## src/design/sdmac_macros.svh

```systemverilog
// Sizes, register map and CTRL bit positions of the SCSI DMA controller
// Shared by the RTL and the testbench
`ifndef SDMAC_MACROS_SVH
`define SDMAC_MACROS_SVH

// FIFO geometry, depth must be 2**AW
`define SDMAC_FIFO_DEPTH 8
`define SDMAC_FIFO_AW    3

// Data, word count and Wishbone address widths
`define SDMAC_DATA_W  32
`define SDMAC_COUNT_W 16
`define SDMAC_WB_AW   3

// Register word offsets on the Wishbone port
`define SDMAC_REG_CTRL   3'd0
`define SDMAC_REG_ADDR   3'd1
`define SDMAC_REG_COUNT  3'd2
`define SDMAC_REG_STATUS 3'd3
`define SDMAC_REG_DATA   3'd4

// CTRL register bits
`define SDMAC_CTRL_ENA   0
`define SDMAC_CTRL_DIR   1
`define SDMAC_CTRL_FLUSH 2
`endif

```

## src/design/sdmac_pkg.sv

```systemverilog
// Packed structs for the DMA configuration, the status word,
// and the request, response and arbitration groups of the CPU bus
`include "sdmac_macros.svh"

package sdmac_pkg;

    // Programmed transfer, dir 1 reads the bus into the FIFO
    typedef struct packed {
        logic                      dir;
        logic                      enable;
        logic                      flush;
        logic [`SDMAC_DATA_W-1:0]  addr;
        logic [`SDMAC_COUNT_W-1:0] count;
    } dma_cfg_t;

    // STATUS register contents, busy in the top bit
    typedef struct packed {
        logic                     busy;
        logic                     done;
        logic [`SDMAC_FIFO_AW:0]  fifo_level;
    } dma_stat_t;

    // Master side of one bus cycle, strobes active low
    typedef struct packed {
        logic                     as_;
        logic                     ds_;
        logic                     rw;
        logic                     siz16;
        logic [`SDMAC_DATA_W-1:0] addr;
        logic [`SDMAC_DATA_W-1:0] wdata;
    } cpu_req_t;

    // Slave answer, dsack_ of 2'b01 marks a 16-bit port
    typedef struct packed {
        logic [1:0]               dsack_;
        logic                     sterm_;
        logic [`SDMAC_DATA_W-1:0] rdata;
    } cpu_rsp_t;

    typedef struct packed {
        logic breq;
        logic bgack;
    } bus_arb_t;

endpackage

```

## src/design/dma_regs.sv

```systemverilog
// Wishbone classic slave with the CTRL, ADDR, COUNT and STATUS registers
// and the FIFO data port, plus start pulse and done flag handling
`include "sdmac_macros.svh"

module dma_regs (
    input  logic                         CLK90,
    input  logic                         CCRESET_,
    input  logic                         wb_cyc,
    input  logic                         wb_stb,
    input  logic                         wb_we,
    input  logic [`SDMAC_WB_AW-1:0]      wb_adr,
    input  logic [`SDMAC_DATA_W-1:0]     wb_dat_w,
    output logic [`SDMAC_DATA_W-1:0]     wb_dat_r,
    output logic                         wb_ack,
    output sdmac_pkg::dma_cfg_t          cfg,
    output logic                         start,
    input  logic                         busy,
    input  logic                         finish,
    input  logic                         fifo_full,
    input  logic                         fifo_empty,
    input  logic [`SDMAC_FIFO_AW:0]      fifo_level,
    input  logic [`SDMAC_DATA_W-1:0]     fifo_rdata,
    output logic                         fifo_push,
    output logic                         fifo_pop,
    output logic [`SDMAC_DATA_W-1:0]     fifo_wdata
);

    logic                     done_q;
    logic                     data_sel;
    logic                     data_ok;
    logic                     acc;
    logic                     wr;
    logic                     rd;
    logic [`SDMAC_DATA_W-1:0] rd_word;
    sdmac_pkg::dma_stat_t     stat;

    // DATA accesses wait until the FIFO can take or give a word
    assign data_sel = (wb_adr == `SDMAC_REG_DATA);
    assign data_ok  = wb_we ? ~fifo_full : ~fifo_empty;
    assign acc      = wb_cyc & wb_stb & ~wb_ack & (~data_sel | data_ok);
    assign wr       = acc & wb_we;
    assign rd       = acc & ~wb_we;

    assign fifo_push  = wr & data_sel;
    assign fifo_pop   = rd & data_sel;
    assign fifo_wdata = wb_dat_w;

    assign stat = '{busy: busy, done: done_q, fifo_level: fifo_level};

    always_comb begin
        rd_word = '0;
        case (wb_adr)
            `SDMAC_REG_CTRL: begin
                rd_word[`SDMAC_CTRL_ENA]   = cfg.enable;
                rd_word[`SDMAC_CTRL_DIR]   = cfg.dir;
                rd_word[`SDMAC_CTRL_FLUSH] = cfg.flush;
            end
            `SDMAC_REG_ADDR:   rd_word = cfg.addr;
            `SDMAC_REG_COUNT:  rd_word = `SDMAC_DATA_W'(cfg.count);
            `SDMAC_REG_STATUS: rd_word = `SDMAC_DATA_W'(stat);
            `SDMAC_REG_DATA:   rd_word = fifo_rdata;
            default:           rd_word = '0;
        endcase
    end

    always_ff @(posedge CLK90 or negedge CCRESET_) begin
        if (!CCRESET_) begin
            wb_ack <= 1'b0;
            start  <= 1'b0;
            done_q <= 1'b0;
            cfg    <= '0;
        end else begin
            wb_ack <= acc;
            start  <= 1'b0;
            if (wr) begin
                case (wb_adr)
                    `SDMAC_REG_CTRL: begin
                        // Direction and enable are frozen during a transfer
                        if (!busy) begin
                            cfg.enable <= wb_dat_w[`SDMAC_CTRL_ENA];
                            cfg.dir    <= wb_dat_w[`SDMAC_CTRL_DIR];
                        end
                        cfg.flush <= wb_dat_w[`SDMAC_CTRL_FLUSH] & busy;
                        start     <= wb_dat_w[`SDMAC_CTRL_ENA] & ~busy;
                        done_q    <= 1'b0;
                    end
                    `SDMAC_REG_ADDR:  cfg.addr  <= wb_dat_w;
                    `SDMAC_REG_COUNT: cfg.count <= wb_dat_w[`SDMAC_COUNT_W-1:0];
                    default: ;
                endcase
            end
            // End of transfer wins over a CTRL write in the same cycle
            if (finish) begin
                done_q     <= 1'b1;
                cfg.enable <= 1'b0;
                cfg.flush  <= 1'b0;
            end
        end
    end

    // Read data is captured with the acknowledge
    always_ff @(posedge CLK90) begin
        if (rd) begin
            wb_dat_r <= rd_word;
        end
    end

endmodule

```

## src/design/dma_fifo.sv

```systemverilog
// Word FIFO between the Wishbone side and the CPU bus side
// Circular buffer with level counter, full and empty flags
`include "sdmac_macros.svh"

module dma_fifo (
    input  logic                     CLK90,
    input  logic                     CCRESET_,
    input  logic                     host_push,
    input  logic                     host_pop,
    input  logic [`SDMAC_DATA_W-1:0] host_wdata,
    input  logic                     bus_push,
    input  logic                     bus_pop,
    input  logic [`SDMAC_DATA_W-1:0] bus_wdata,
    output logic [`SDMAC_DATA_W-1:0] rdata,
    output logic                     full,
    output logic                     empty,
    output logic [`SDMAC_FIFO_AW:0]  level
);

    logic [`SDMAC_DATA_W-1:0]  mem [`SDMAC_FIFO_DEPTH];
    logic [`SDMAC_FIFO_AW-1:0] wr_ptr;
    logic [`SDMAC_FIFO_AW-1:0] rd_ptr;
    logic [`SDMAC_DATA_W-1:0]  wdata;
    logic                      do_push;
    logic                      do_pop;

    // Only one side pushes for a given direction
    assign wdata   = bus_push ? bus_wdata : host_wdata;
    assign do_push = (host_push | bus_push) & ~full;
    assign do_pop  = (host_pop | bus_pop) & ~empty;

    assign full  = (level == (`SDMAC_FIFO_AW+1)'(`SDMAC_FIFO_DEPTH));
    assign empty = (level == '0);
    assign rdata = mem[rd_ptr];

    always_ff @(posedge CLK90) begin
        if (do_push) begin
            mem[wr_ptr] <= wdata;
        end
    end

    // Pointers wrap on their own since the depth is a power of two
    always_ff @(posedge CLK90 or negedge CCRESET_) begin
        if (!CCRESET_) begin
            wr_ptr <= '0;
            rd_ptr <= '0;
            level  <= '0;
        end else begin
            if (do_push) begin
                wr_ptr <= wr_ptr + 1'b1;
            end
            if (do_pop) begin
                rd_ptr <= rd_ptr + 1'b1;
            end
            case ({do_push, do_pop})
                2'b10:   level <= level + 1'b1;
                2'b01:   level <= level - 1'b1;
                default: level <= level;
            endcase
        end
    end

endmodule

```

## src/design/cpu_bus_sm.sv

```systemverilog
// CPU bus master FSM: arbitration, address and data strobes, acknowledge
// decode, 16-bit port word splitting, address and count advance, flush
`include "sdmac_macros.svh"

module cpu_bus_sm (
    input  logic                     CLK90,
    input  logic                     CCRESET_,
    input  sdmac_pkg::dma_cfg_t      cfg,
    input  logic                     start,
    input  logic                     bgrant_,
    input  sdmac_pkg::cpu_rsp_t      rsp,
    input  logic                     fifo_full,
    input  logic                     fifo_empty,
    input  logic [`SDMAC_DATA_W-1:0] fifo_rdata,
    output sdmac_pkg::cpu_req_t      req,
    output sdmac_pkg::bus_arb_t      arb,
    output logic                     busy,
    output logic                     finish,
    output logic                     fifo_push,
    output logic                     fifo_pop,
    output logic [`SDMAC_DATA_W-1:0] fifo_wdata
);

    typedef enum logic [2:0] {
        S_IDLE, S_REQ, S_GRANT, S_STROBE, S_WAIT, S_SECOND, S_RELEASE
    } state_t;

    state_t                    state_q;
    state_t                    state_d;
    logic                      bgrant_q;
    sdmac_pkg::cpu_rsp_t       rsp_q;
    logic [`SDMAC_DATA_W-1:0]  addr_q;
    logic [`SDMAC_COUNT_W-1:0] cnt_q;
    logic                      half_q;
    logic [15:0]               rd_hi_q;
    logic                      rsp_ack;
    logic                      port16;
    logic                      fifo_ok;
    logic                      term;
    logic                      settled;
    logic                      launch;

    // Acknowledge and port size from the registered inputs
    assign rsp_ack = (rsp_q.dsack_ != 2'b11) | ~rsp_q.sterm_;
    assign port16  = rsp_q.sterm_ & (rsp_q.dsack_ == 2'b01);

    // Room for a word on the bus side of the FIFO
    assign fifo_ok = cfg.dir ? ~fifo_full : ~fifo_empty;

    // A read flush stops after the word in flight, a write flush drains first
    assign term = (cnt_q == '0) | (cfg.flush & (cfg.dir | fifo_empty));

    // Old acknowledge gone and the last FIFO strobe taken
    assign settled = ~rsp_ack & ~fifo_push & ~fifo_pop;

    always_comb begin
        state_d = state_q;
        launch  = 1'b0;
        case (state_q)
            S_IDLE: begin
                if (start) begin
                    state_d = S_REQ;
                end
            end
            S_REQ: begin
                if (term) begin
                    state_d = S_RELEASE;
                end else if (arb.breq & fifo_ok & ~bgrant_q) begin
                    state_d = S_GRANT;
                end
            end
            S_GRANT, S_SECOND: begin
                if (!rsp_ack) begin
                    launch  = 1'b1;
                    state_d = S_WAIT;
                end
            end
            S_WAIT: begin
                if (rsp_ack) begin
                    state_d = (port16 && !half_q) ? S_SECOND : S_STROBE;
                end
            end
            S_STROBE: begin
                // Gap between words, keep the bus while the FIFO allows
                if (settled) begin
                    if (term || !fifo_ok) begin
                        state_d = S_RELEASE;
                    end else begin
                        launch  = 1'b1;
                        state_d = S_WAIT;
                    end
                end
            end
            S_RELEASE: state_d = term ? S_IDLE : S_REQ;
            default:   state_d = S_IDLE;
        endcase
    end

    always_ff @(posedge CLK90 or negedge CCRESET_) begin
        if (!CCRESET_) begin
            state_q   <= S_IDLE;
            bgrant_q  <= 1'b1;
            rsp_q     <= '{dsack_: 2'b11, sterm_: 1'b1, rdata: '0};
            req       <= '{as_: 1'b1, ds_: 1'b1, rw: 1'b1, siz16: 1'b0, addr: '0, wdata: '0};
            arb       <= '0;
            busy      <= 1'b0;
            finish    <= 1'b0;
            fifo_push <= 1'b0;
            fifo_pop  <= 1'b0;
            addr_q    <= '0;
            cnt_q     <= '0;
            half_q    <= 1'b0;
        end else begin
            state_q   <= state_d;
            bgrant_q  <= bgrant_;
            rsp_q     <= rsp;
            arb.breq  <= (state_d == S_REQ) & fifo_ok & ~term;
            arb.bgack <= state_d inside {S_GRANT, S_STROBE, S_WAIT, S_SECOND};
            finish    <= 1'b0;
            fifo_push <= 1'b0;
            fifo_pop  <= 1'b0;

            if (state_q == S_IDLE && start) begin
                busy   <= 1'b1;
                addr_q <= cfg.addr;
                cnt_q  <= cfg.count;
                half_q <= 1'b0;
            end
            if (state_q == S_RELEASE && term) begin
                busy   <= 1'b0;
                finish <= 1'b1;
            end

            // Start a cycle, the low half goes to addr+2 on D31:16
            if (launch) begin
                req.as_   <= 1'b0;
                req.ds_   <= 1'b0;
                req.rw    <= cfg.dir;
                req.siz16 <= half_q;
                req.addr  <= half_q ? addr_q + 2 : addr_q;
                if (!cfg.dir) begin
                    req.wdata <= half_q ? {2{req.wdata[15:0]}} : fifo_rdata;
                    fifo_pop  <= ~half_q;
                end
            end

            if (state_q == S_WAIT && rsp_ack) begin
                req.as_ <= 1'b1;
                req.ds_ <= 1'b1;
                if (port16 && !half_q) begin
                    half_q <= 1'b1;
                end else begin
                    half_q    <= 1'b0;
                    addr_q    <= addr_q + 4;
                    cnt_q     <= cnt_q - 1'b1;
                    fifo_push <= cfg.dir;
                end
            end
        end
    end

    // Read halves are assembled high first, a 16-bit port answers on D31:16
    always_ff @(posedge CLK90) begin
        if (state_q == S_WAIT && rsp_ack) begin
            if (port16 && !half_q) begin
                rd_hi_q <= rsp_q.rdata[31:16];
            end else begin
                fifo_wdata <= half_q ? {rd_hi_q, rsp_q.rdata[31:16]} : rsp_q.rdata;
            end
        end
    end

endmodule

```

## src/design/sdmac_top.sv

```systemverilog
// SCSI DMA controller top level
// Register block, word FIFO and CPU bus master
`include "sdmac_macros.svh"

module sdmac_top (
    input  logic                     CLK90,
    input  logic                     CCRESET_,
    input  logic                     wb_cyc,
    input  logic                     wb_stb,
    input  logic                     wb_we,
    input  logic [`SDMAC_WB_AW-1:0]  wb_adr,
    input  logic [`SDMAC_DATA_W-1:0] wb_dat_w,
    output logic [`SDMAC_DATA_W-1:0] wb_dat_r,
    output logic                     wb_ack,
    input  logic                     bgrant_,
    input  sdmac_pkg::cpu_rsp_t      rsp,
    output sdmac_pkg::cpu_req_t      req,
    output sdmac_pkg::bus_arb_t      arb
);

    sdmac_pkg::dma_cfg_t      cfg;
    logic                     start;
    logic                     busy;
    logic                     finish;
    logic                     host_push;
    logic                     host_pop;
    logic [`SDMAC_DATA_W-1:0] host_wdata;
    logic                     bus_push;
    logic                     bus_pop;
    logic [`SDMAC_DATA_W-1:0] bus_wdata;
    logic [`SDMAC_DATA_W-1:0] fifo_rdata;
    logic                     fifo_full;
    logic                     fifo_empty;
    logic [`SDMAC_FIFO_AW:0]  fifo_level;

    dma_regs u_regs (
        .CLK90, .CCRESET_,
        .wb_cyc, .wb_stb, .wb_we, .wb_adr, .wb_dat_w, .wb_dat_r, .wb_ack,
        .cfg, .start, .busy, .finish,
        .fifo_full, .fifo_empty, .fifo_level, .fifo_rdata,
        .fifo_push  (host_push),
        .fifo_pop   (host_pop),
        .fifo_wdata (host_wdata)
    );

    dma_fifo u_fifo (
        .CLK90, .CCRESET_,
        .host_push, .host_pop, .host_wdata,
        .bus_push, .bus_pop, .bus_wdata,
        .rdata (fifo_rdata),
        .full  (fifo_full),
        .empty (fifo_empty),
        .level (fifo_level)
    );

    cpu_bus_sm u_bus_sm (
        .CLK90, .CCRESET_,
        .cfg, .start, .bgrant_, .rsp,
        .fifo_full, .fifo_empty, .fifo_rdata,
        .req, .arb, .busy, .finish,
        .fifo_push  (bus_push),
        .fifo_pop   (bus_pop),
        .fifo_wdata (bus_wdata)
    );

endmodule

```

## config.mk

```make
export PLATFORM = sky130hd
export DESIGN_NAME = sdmac_top
export DESIGN_NICKNAME = d
export VERILOG_FILES = /design/src/design/sdmac_pkg.sv /design/src/design/dma_regs.sv /design/src/design/dma_fifo.sv /design/src/design/cpu_bus_sm.sv /design/src/design/sdmac_top.sv
export VERILOG_INCLUDE_DIRS = /design/src /design/src/design
export SDC_FILE = /design/constraint.sdc
export NUM_CORES = 1
export LEC_CHECK = 0
export ABC_AREA = 1
export BUFFER_PORTS_ARGS = -buffer_cell sky130_fd_sc_hd__buf_2
export CAP_MARGIN = 5
export CORE_ASPECT_RATIO = 1.25
export CORE_UTILIZATION = 65
export CTS_CLUSTER_DIAMETER = 60
export DETAILED_ROUTE_END_ITERATION = 6
export PLACE_DENSITY = 0.93
export SYNTH_ARGS = -nofsm -noshare
export SYNTH_HDL_FRONTEND = slang
export SYNTH_SLANG_ARGS = --single-unit
```

## constraint.sdc

```tcl
create_clock -name CLK90 -period 5.6 [get_ports CLK90]
set_clock_uncertainty 0.05 [all_clocks]
set_input_delay 0.56 -clock CLK90 [delete_from_list [all_inputs] [get_ports CLK90]]
set_output_delay 0.56 -clock CLK90 [all_outputs]
set_load 0.01 [all_outputs]
```

==> flow_summary.toml, run 1 <==
[clocking]
cts_root_buffer = "clkbuf_16"
post_cts_resized = 0
cts_setup_buffers = 0
cts_tree = "done"
numCtsBuffers = 51
cts.clk_slew.worst_paths_ns = 0.07
cts_hold_buf = 1
worstSkewPairLatency_ns = 0.61
cts_buffer_depth = 3
clock-sinks = 561
cts_htree_levels = 2

[floorplan]
die_w_um = 176
die-area_um2 = 38600
io_pins = 179
start_util = 0.659
die_h_um = 219
fp.coreArea_um2 = 37300
rows = 79

[critical_path]
worstPathRequired_ns = 5.98
path_buf_inv = 2
start_kind = "flip-flop"
r2r-end = "u_regs.wb_dat_r[12]"
cp_cell_sequence = "inv_2, buf_4, o21ai_0, o22ai_1, nand2_1, nand2_1, nand2_1, o211ai_1"
worst_path_most_repeated_cell = "nand2_1"
reg2reg_from = "u_fifo.rd_ptr[0]"
slowest_delay_ns = 0.84
crit_type = "flip-flop to flip-flop"
worst-path-max-fanout = 68
cp_top_family = "buffers and inverters"
rrSetupSlack_ns = 2.20
slowest_stage = "inv_2"
crit_arrival_ns = 3.79
cp-end-kind = "flip-flop"
cp.depth = 8
r2r_cells = 8

[global_routing]
grt_max_degree = 116
gr-total-overflow = 0
first_global_vias = 19649
antenna_found_initial = 0
grt.total_usage = 0.406
grt_pass1_wl_um = 115000

[sta]
setup_tns_ns = 0
slew_violations = 0
rsz0062_at_grt = "false"
fin_crit_sh = 0.608
min_period_ns = 3.40
finalHoldViolations = 19
fmaxAchievable_mhz = 294
timing.hold.ws_ns = -0.0165
worst_slew_pin_slew_ns = 1.25
max_slew_margin = 0.168
setup_viol = 0

[power]
pwr_density_cell_nw_per_um2 = 468
p_switching_uw = 4680
max-vdd-ir-drop_mv = 0.289
comb_power_share = 0.278
p_clk_frac = 0.287
internal-power_uw = 8160
power_leakage_uw = 0.0117
swShare = 0.364
pwr-share-seq = 0.435

[routing]
drtIter0Drc = 3235
drc_errors = 0
wirelength_um = 76700
via_count = 20042
drt.antenna.violating_nets = 0
avgViaCountPerCell = 6.40
drtPass1Iterations = 6
wire_per_inst_um = 24.5

[outcome]
violations = "negative hold slack"
status = "finished, violations left"

[placed_design]
port_buffers = 178
gp_congestion = 0.948
hpwlAfterDp_um = 47700

[hold_path]
hold_class = "input port to asynchronous set/reset pin"

[yosys]
synth-edff-count = 336
async_flop_share = 0.401
synth-main-ff-cell = "edfxtp_1"
ys_ff_latch = 561
synth_xor_area_frac = 0.0182
ys_seq_area_frac = 0.640
synthCells = 2467
avgSynthCellArea_um2 = 9.95
yosys_warnings = 0
netlist-cell-type-count = 47
synth.cell_area_um2 = 24600
synth_top_family_by_area = "simple AND/OR/NAND/NOR gates"
synth_compound_area_frac = 0.0861
synth-adder-area-share = 0.00489
synth_fp_nets = 2552
synthSimpleGateAreaFrac = 0.202
synth_mux_area_frac = 0.000408

[job]
max-cap-violations = 0

[layout]
fin_nets = 2689
nFillCells = 2294
area_growth_pct = 11.8
drive_gt1_frac = 0.134
-- stage by stage --
step | setup WS (ns) | std cells | power, uW | utilization | instance area, um2
floorplan | 2.46 | 2467 | 7710 | - | 24600
global placement | 2.09 | 3036 | 8750 | 0.689 | 25700
detailed placement | 2.01 | 3036 | 8940 | 0.689 | 25700
CTS | 2.40 | 3132 | 12700 | 0.737 | 27500
global route | 2.14 | 3132 | 13300 | 0.737 | 27500
finish | 2.20 | 3133 | 12800 | 0.737 | 27500
-- cell usage after synthesis, drive strengths merged (28+ instances only) --
library cell	count	share of area
o211ai	34	0.010
nand2	711	0.11
o21ai	293	0.060
nand3	146	0.031
inv	145	0.022
edfxtp	336	0.41
nor2	302	0.050
o22ai	28	0.0071
xor2	37	0.013
clkbuf	59	0.0091
buf	62	0.017
dfrtp	219	0.22
-- flip-flops by register name (all words and copies together) (netlist names), 32 cells and up --
name                 count
u_bus_sm.req            67
u_bus_sm.addr_q         32
u_bus_sm.fifo_wdata     32
u_regs.wb_dat_r         32
u_fifo.mem             256
u_regs.cfg              51
u_bus_sm.rsp_q          35
-- power groups by stage --
stage	registers (uW)	logic [uW]	clock network, uW
after floorplan	5480	2230	0
after global placement	5600	3150	0
after detailed placement	5620	3330	0
after CTS	5540	3440	3680
after global routing	5630	3880	3830
final	5590	3570	3680
-- how the worst max path moves through the flow --
stage	from	end	slack (ns)
floorplan	wb_cyc	u_fifo.mem[0][0]	2.46
global placement	wb_adr[0]	u_fifo.level[3]	2.09
detailed placement	wb_adr[0]	u_fifo.level[3]	2.01
CTS	u_fifo.rd_ptr[0]	u_regs.wb_dat_r[12]	2.40
global route	u_fifo.rd_ptr[0]	u_bus_sm.req[25]	2.14
finish	u_fifo.rd_ptr[0]	u_regs.wb_dat_r[12]	2.20
-- placed cells by master (no fill, tap or decap), drive strengths merged, types with 2 or more instances in the layout --
master	netlist	routed
clkbuf	59	71
nand2	711	711
ha	8	8
a31oi	4	4
a221oi	2	2
dfrtp	219	219
o21ai	293	293
nor2	302	302
dfstp	6	6
nand3b	3	3
clkinvlp	0	3
nand4	15	15
bufinv	0	5
a21oi	15	15
a211oi	4	4
o22ai	28	28
buf	62	204
o221ai	4	4
nor3	14	14
xor2	37	37
xnor2	14	14
inv	145	147
nand3	146	146
o211ai	34	34
edfxtp	336	336
clkinv	0	14
-- worst register-to-register path, delay by kind of cell (launching register included) --
kind / cells / cell delay [ns]
buffers and inverters: 2 / 1.58
flip-flops: 1 / 0.71
AO/OA/AOI/OAI: 3 / 0.56
AND/OR/NAND/NOR: 3 / 0.36
-- kinds of logic (layout without fill, tap and decap cells) --
logic type	after synthesis	after routing
DFF	561	561
xor gates and xnor gates	51	51
muxes	1	1
adders and majority gates	9	9
and+or+nand+nor	1191	1191
buffers and inverters	266	445
AOI/OAI and AO/OA	388	388
other	0	1
-- metal layers --
metal / vias to the layer above / global-route usage / wire (um)
met5: - / 0 / 0
met4: 0 / 0.292 / 6120
met3: 424 / 0.0918 / 9700
met2: 1765 / 0.648 / 36000
met1: 9316 / 0.489 / 24900
li1: 8537 / - / -
-- final cells by class --
cell class	count	area [um2]	area share
clock buffers	71	1480	0.0540
diodes	1	2.50	0.0000911
repair buffers	205	1110	0.0403
inverters	145	544	0.0198
flip-flops and latches	561	15700	0.573
clock inverters	24	295	0.0108
well taps	486	608	0.0221
multi-input cells	1640	7690	0.280
Power figures use the tool's default switching activity.
==> inputs of run 2 (changes only) <==
CORE_UTILIZATION = 60   (was 65)
PLACE_DENSITY = 0.87   (was 0.93)
clock period = 3.3 ns   (was 5.6 ns; I/O delays follow)
==> run 2 against run 1 <==
The run ends with design-rule violations left. Final area is 3.0% higher. First-iteration DRC count shrank 17%. Sequential share of layout area shrank 1.7 points. Core utilization shrank 3.4 points. Critical endpoint is now u_fifo.level[3]. Largest cell class unchanged. Fmax is 25% higher. Routed wire length increased by 0.53%. Count of clock-buffer cells in the layout fell by 15. Combinational power is 74% higher. Flip-flop and latch count unchanged. Largest power group unchanged. Via count is 0.41% higher. Clock power grew 60%.
==> flow_summary.toml, run 2 (same netlist as run 1, synthesis figures left out) <==
[layout]
final_util = 0.703
largest_register = "u_fifo.mem"
layout_common_cells = "nand2_1, edfxtp_1, nor2_1"
nFillCells = 2679
layout_commonest_cell = "nand2_1"
largest_register_ffs = 256
area_growth_pct = 15.2
stdcell_count = 3278
drive_gt1_frac = 0.137
reg.largest.list = "u_fifo.mem (256), u_bus_sm.req (67), u_regs.cfg (51)"
fin_nets = 2774

[sta]
worst_slew_pin_slew_ns = 1.12
setup_tns_ns = 0
setup_viol = 0
timing.hold.ws_ns = 0.00965
fmaxAchievable_mhz = 368
finalHoldViolations = 0
fin_crit_sh = 0.824
rsz0062_at_grt = "false"
min_period_ns = 2.72
slew_violations = 0
max_slew_margin = 0.247

[power]
max-vdd-ir-drop_mv = 0.456
power_leakage_uw = 0.0120
pwr_density_cell_nw_per_um2 = 762

[floorplan]
start_util = 0.611
die_w_um = 183
die_h_um = 228
fp.coreArea_um2 = 40200
io_pins = 179
die-area_um2 = 41700
rows = 82

[clocking]
numCtsBuffers = 49
worstSkewPairLatency_ns = 0.58
clock-sinks = 561
cts_setup_buffers = 0
cts_htree_levels = 2
cts_root_buffer = "clkbuf_16"
cts_tree = "done"
post_cts_resized = 0
cts.clk_slew.worst_paths_ns = 0.07
cts_buffer_depth = 3

[critical_path]
path_buf_inv = 0
r2r-end = "u_fifo.level[3]"
slowest_delay_ns = 0.46
worst-path-max-fanout = 8
crit_arrival_ns = 3.14
start_kind = "flip-flop"
worst_path_most_repeated_cell = "nand2_1"
worstPathRequired_ns = 3.72
worst_setup_path_startpoint = "u_fifo.level[0]"
cp_top_family = "simple AND/OR/NAND/NOR gates"
cp-end-kind = "flip-flop"
crit_type = "flip-flop to flip-flop"
cp_cell_sequence = "nor2_4, nand2_4, nand2_1, nand3_2, nand4_1, nand2_1, nand2_2, ha_1, ha_1, nand2_1, nand2_1, a21oi_1, nor2_1, nor2_1, nand2_1, xor2_1"
slowest_stage = "dfrtp_1"
cp-endpoint = "u_fifo.level[3]"
rrSetupSlack_ns = 0.58
reg2reg_from = "u_fifo.level[0]"
r2r_cells = 16
cp.depth = 16

[global_routing]
antenna_found_initial = 2
first_global_vias = 19952
grt_pass1_wl_um = 115000
grt_max_degree = 98
gr-total-overflow = 0
grt.total_usage = 0.374

[routing]
wire_per_inst_um = 23.5
drc_errors = 4
drtIter0Drc = 2699
wirelength_um = 77100
drtPass1Iterations = 7
drt.antenna.violating_nets = 0
via_count = 20125
avgViaCountPerCell = 6.14

[placed_design]
port_buffers = 178
dp_cells = 3121
gp_congestion = 0.976
hpwlAfterDp_um = 49100

[hold_path]
hold_class = "input port to flip-flop"

[outcome]
violations = "design-rule violations"
status = "finished, violations left"

[job]
max-cap-violations = 0
run 2: worst min-delay path by stage:
stage | from | endpoint | slack [ns] | cells past startpoint
4_1_cts | wb_dat_w[15] | u_regs.cfg[31] | 0.001 | 3
3_3_place_gp | CCRESET_ | u_bus_sm.addr_q[8] | 0.31 | 1
6_report | wb_dat_w[15] | u_regs.cfg[15] | 0.01 | 3
2_1_floorplan | CCRESET_ | u_bus_sm.addr_q[0] | -0.02 | 0
3_5_place_dp | CCRESET_ | u_bus_sm.addr_q[8] | 0.33 | 1
5_1_grt | wb_dat_w[4] | u_regs.cfg[4] | 0.02 | 3
run 2: layout make-up:
| cell class | count | area, um2 | share of cell area |
|---|---|---|---|
| Antenna cell | 2 | 5.00 | 0.000177 |
| Clock inverter | 36 | 320 | 0.0113 |
| Tap cell | 546 | 683 | 0.0242 |
| Multi-Input combinational cell | 1640 | 7690 | 0.272 |
| Clock buffer | 56 | 1290 | 0.0458 |
| Inverter | 145 | 544 | 0.0192 |
| Timing Repair Buffer | 292 | 2010 | 0.0712 |
| Sequential cell | 561 | 15700 | 0.556 |
run 2: power breakdown:
| part | switching, uW | leakage, uW | internal, uW |
|---|---|---|---|
| logic | 4230 | 0.00537 | 1970 |
| registers | 1040 | 0.00583 | 8430 |
| clock network | 2700 | 0.000758 | 3170 |
run 2: timing repair:
action	4_1_cts	5_1_grt
setup endpoints to repair	0	0
hold buffers	63	0
hold endpoints to repair	145	0
run 2: worst min-delay path: stages:
cell and delay [ns]:
buf_2 0.13, nand2_1 0.08, o21ai_1 0.07
run 2: metrics by stage:
step                worst slack, ns  total power, uW  instance area (um2)
detailed placement            0.580            15300                26000
CTS                           0.639            21200                28300
global route                  0.260            22400                28300
global placement              0.635            15000                26000
finish                        0.581            21500                28300
floorplan                     0.322            13100                24600
run 2: per-layer routing:
| metal | vias up | part of all wire | global-route usage |
|---|---|---|---|
| met5 | - | 0.00017 | 0 |
| met4 | 2 | 0.088 | 0.276 |
| met3 | 436 | 0.11 | 0.0809 |
| met2 | 1602 | 0.47 | 0.608 |
| met1 | 9370 | 0.33 | 0.435 |
| li1 | 8715 | - | - |
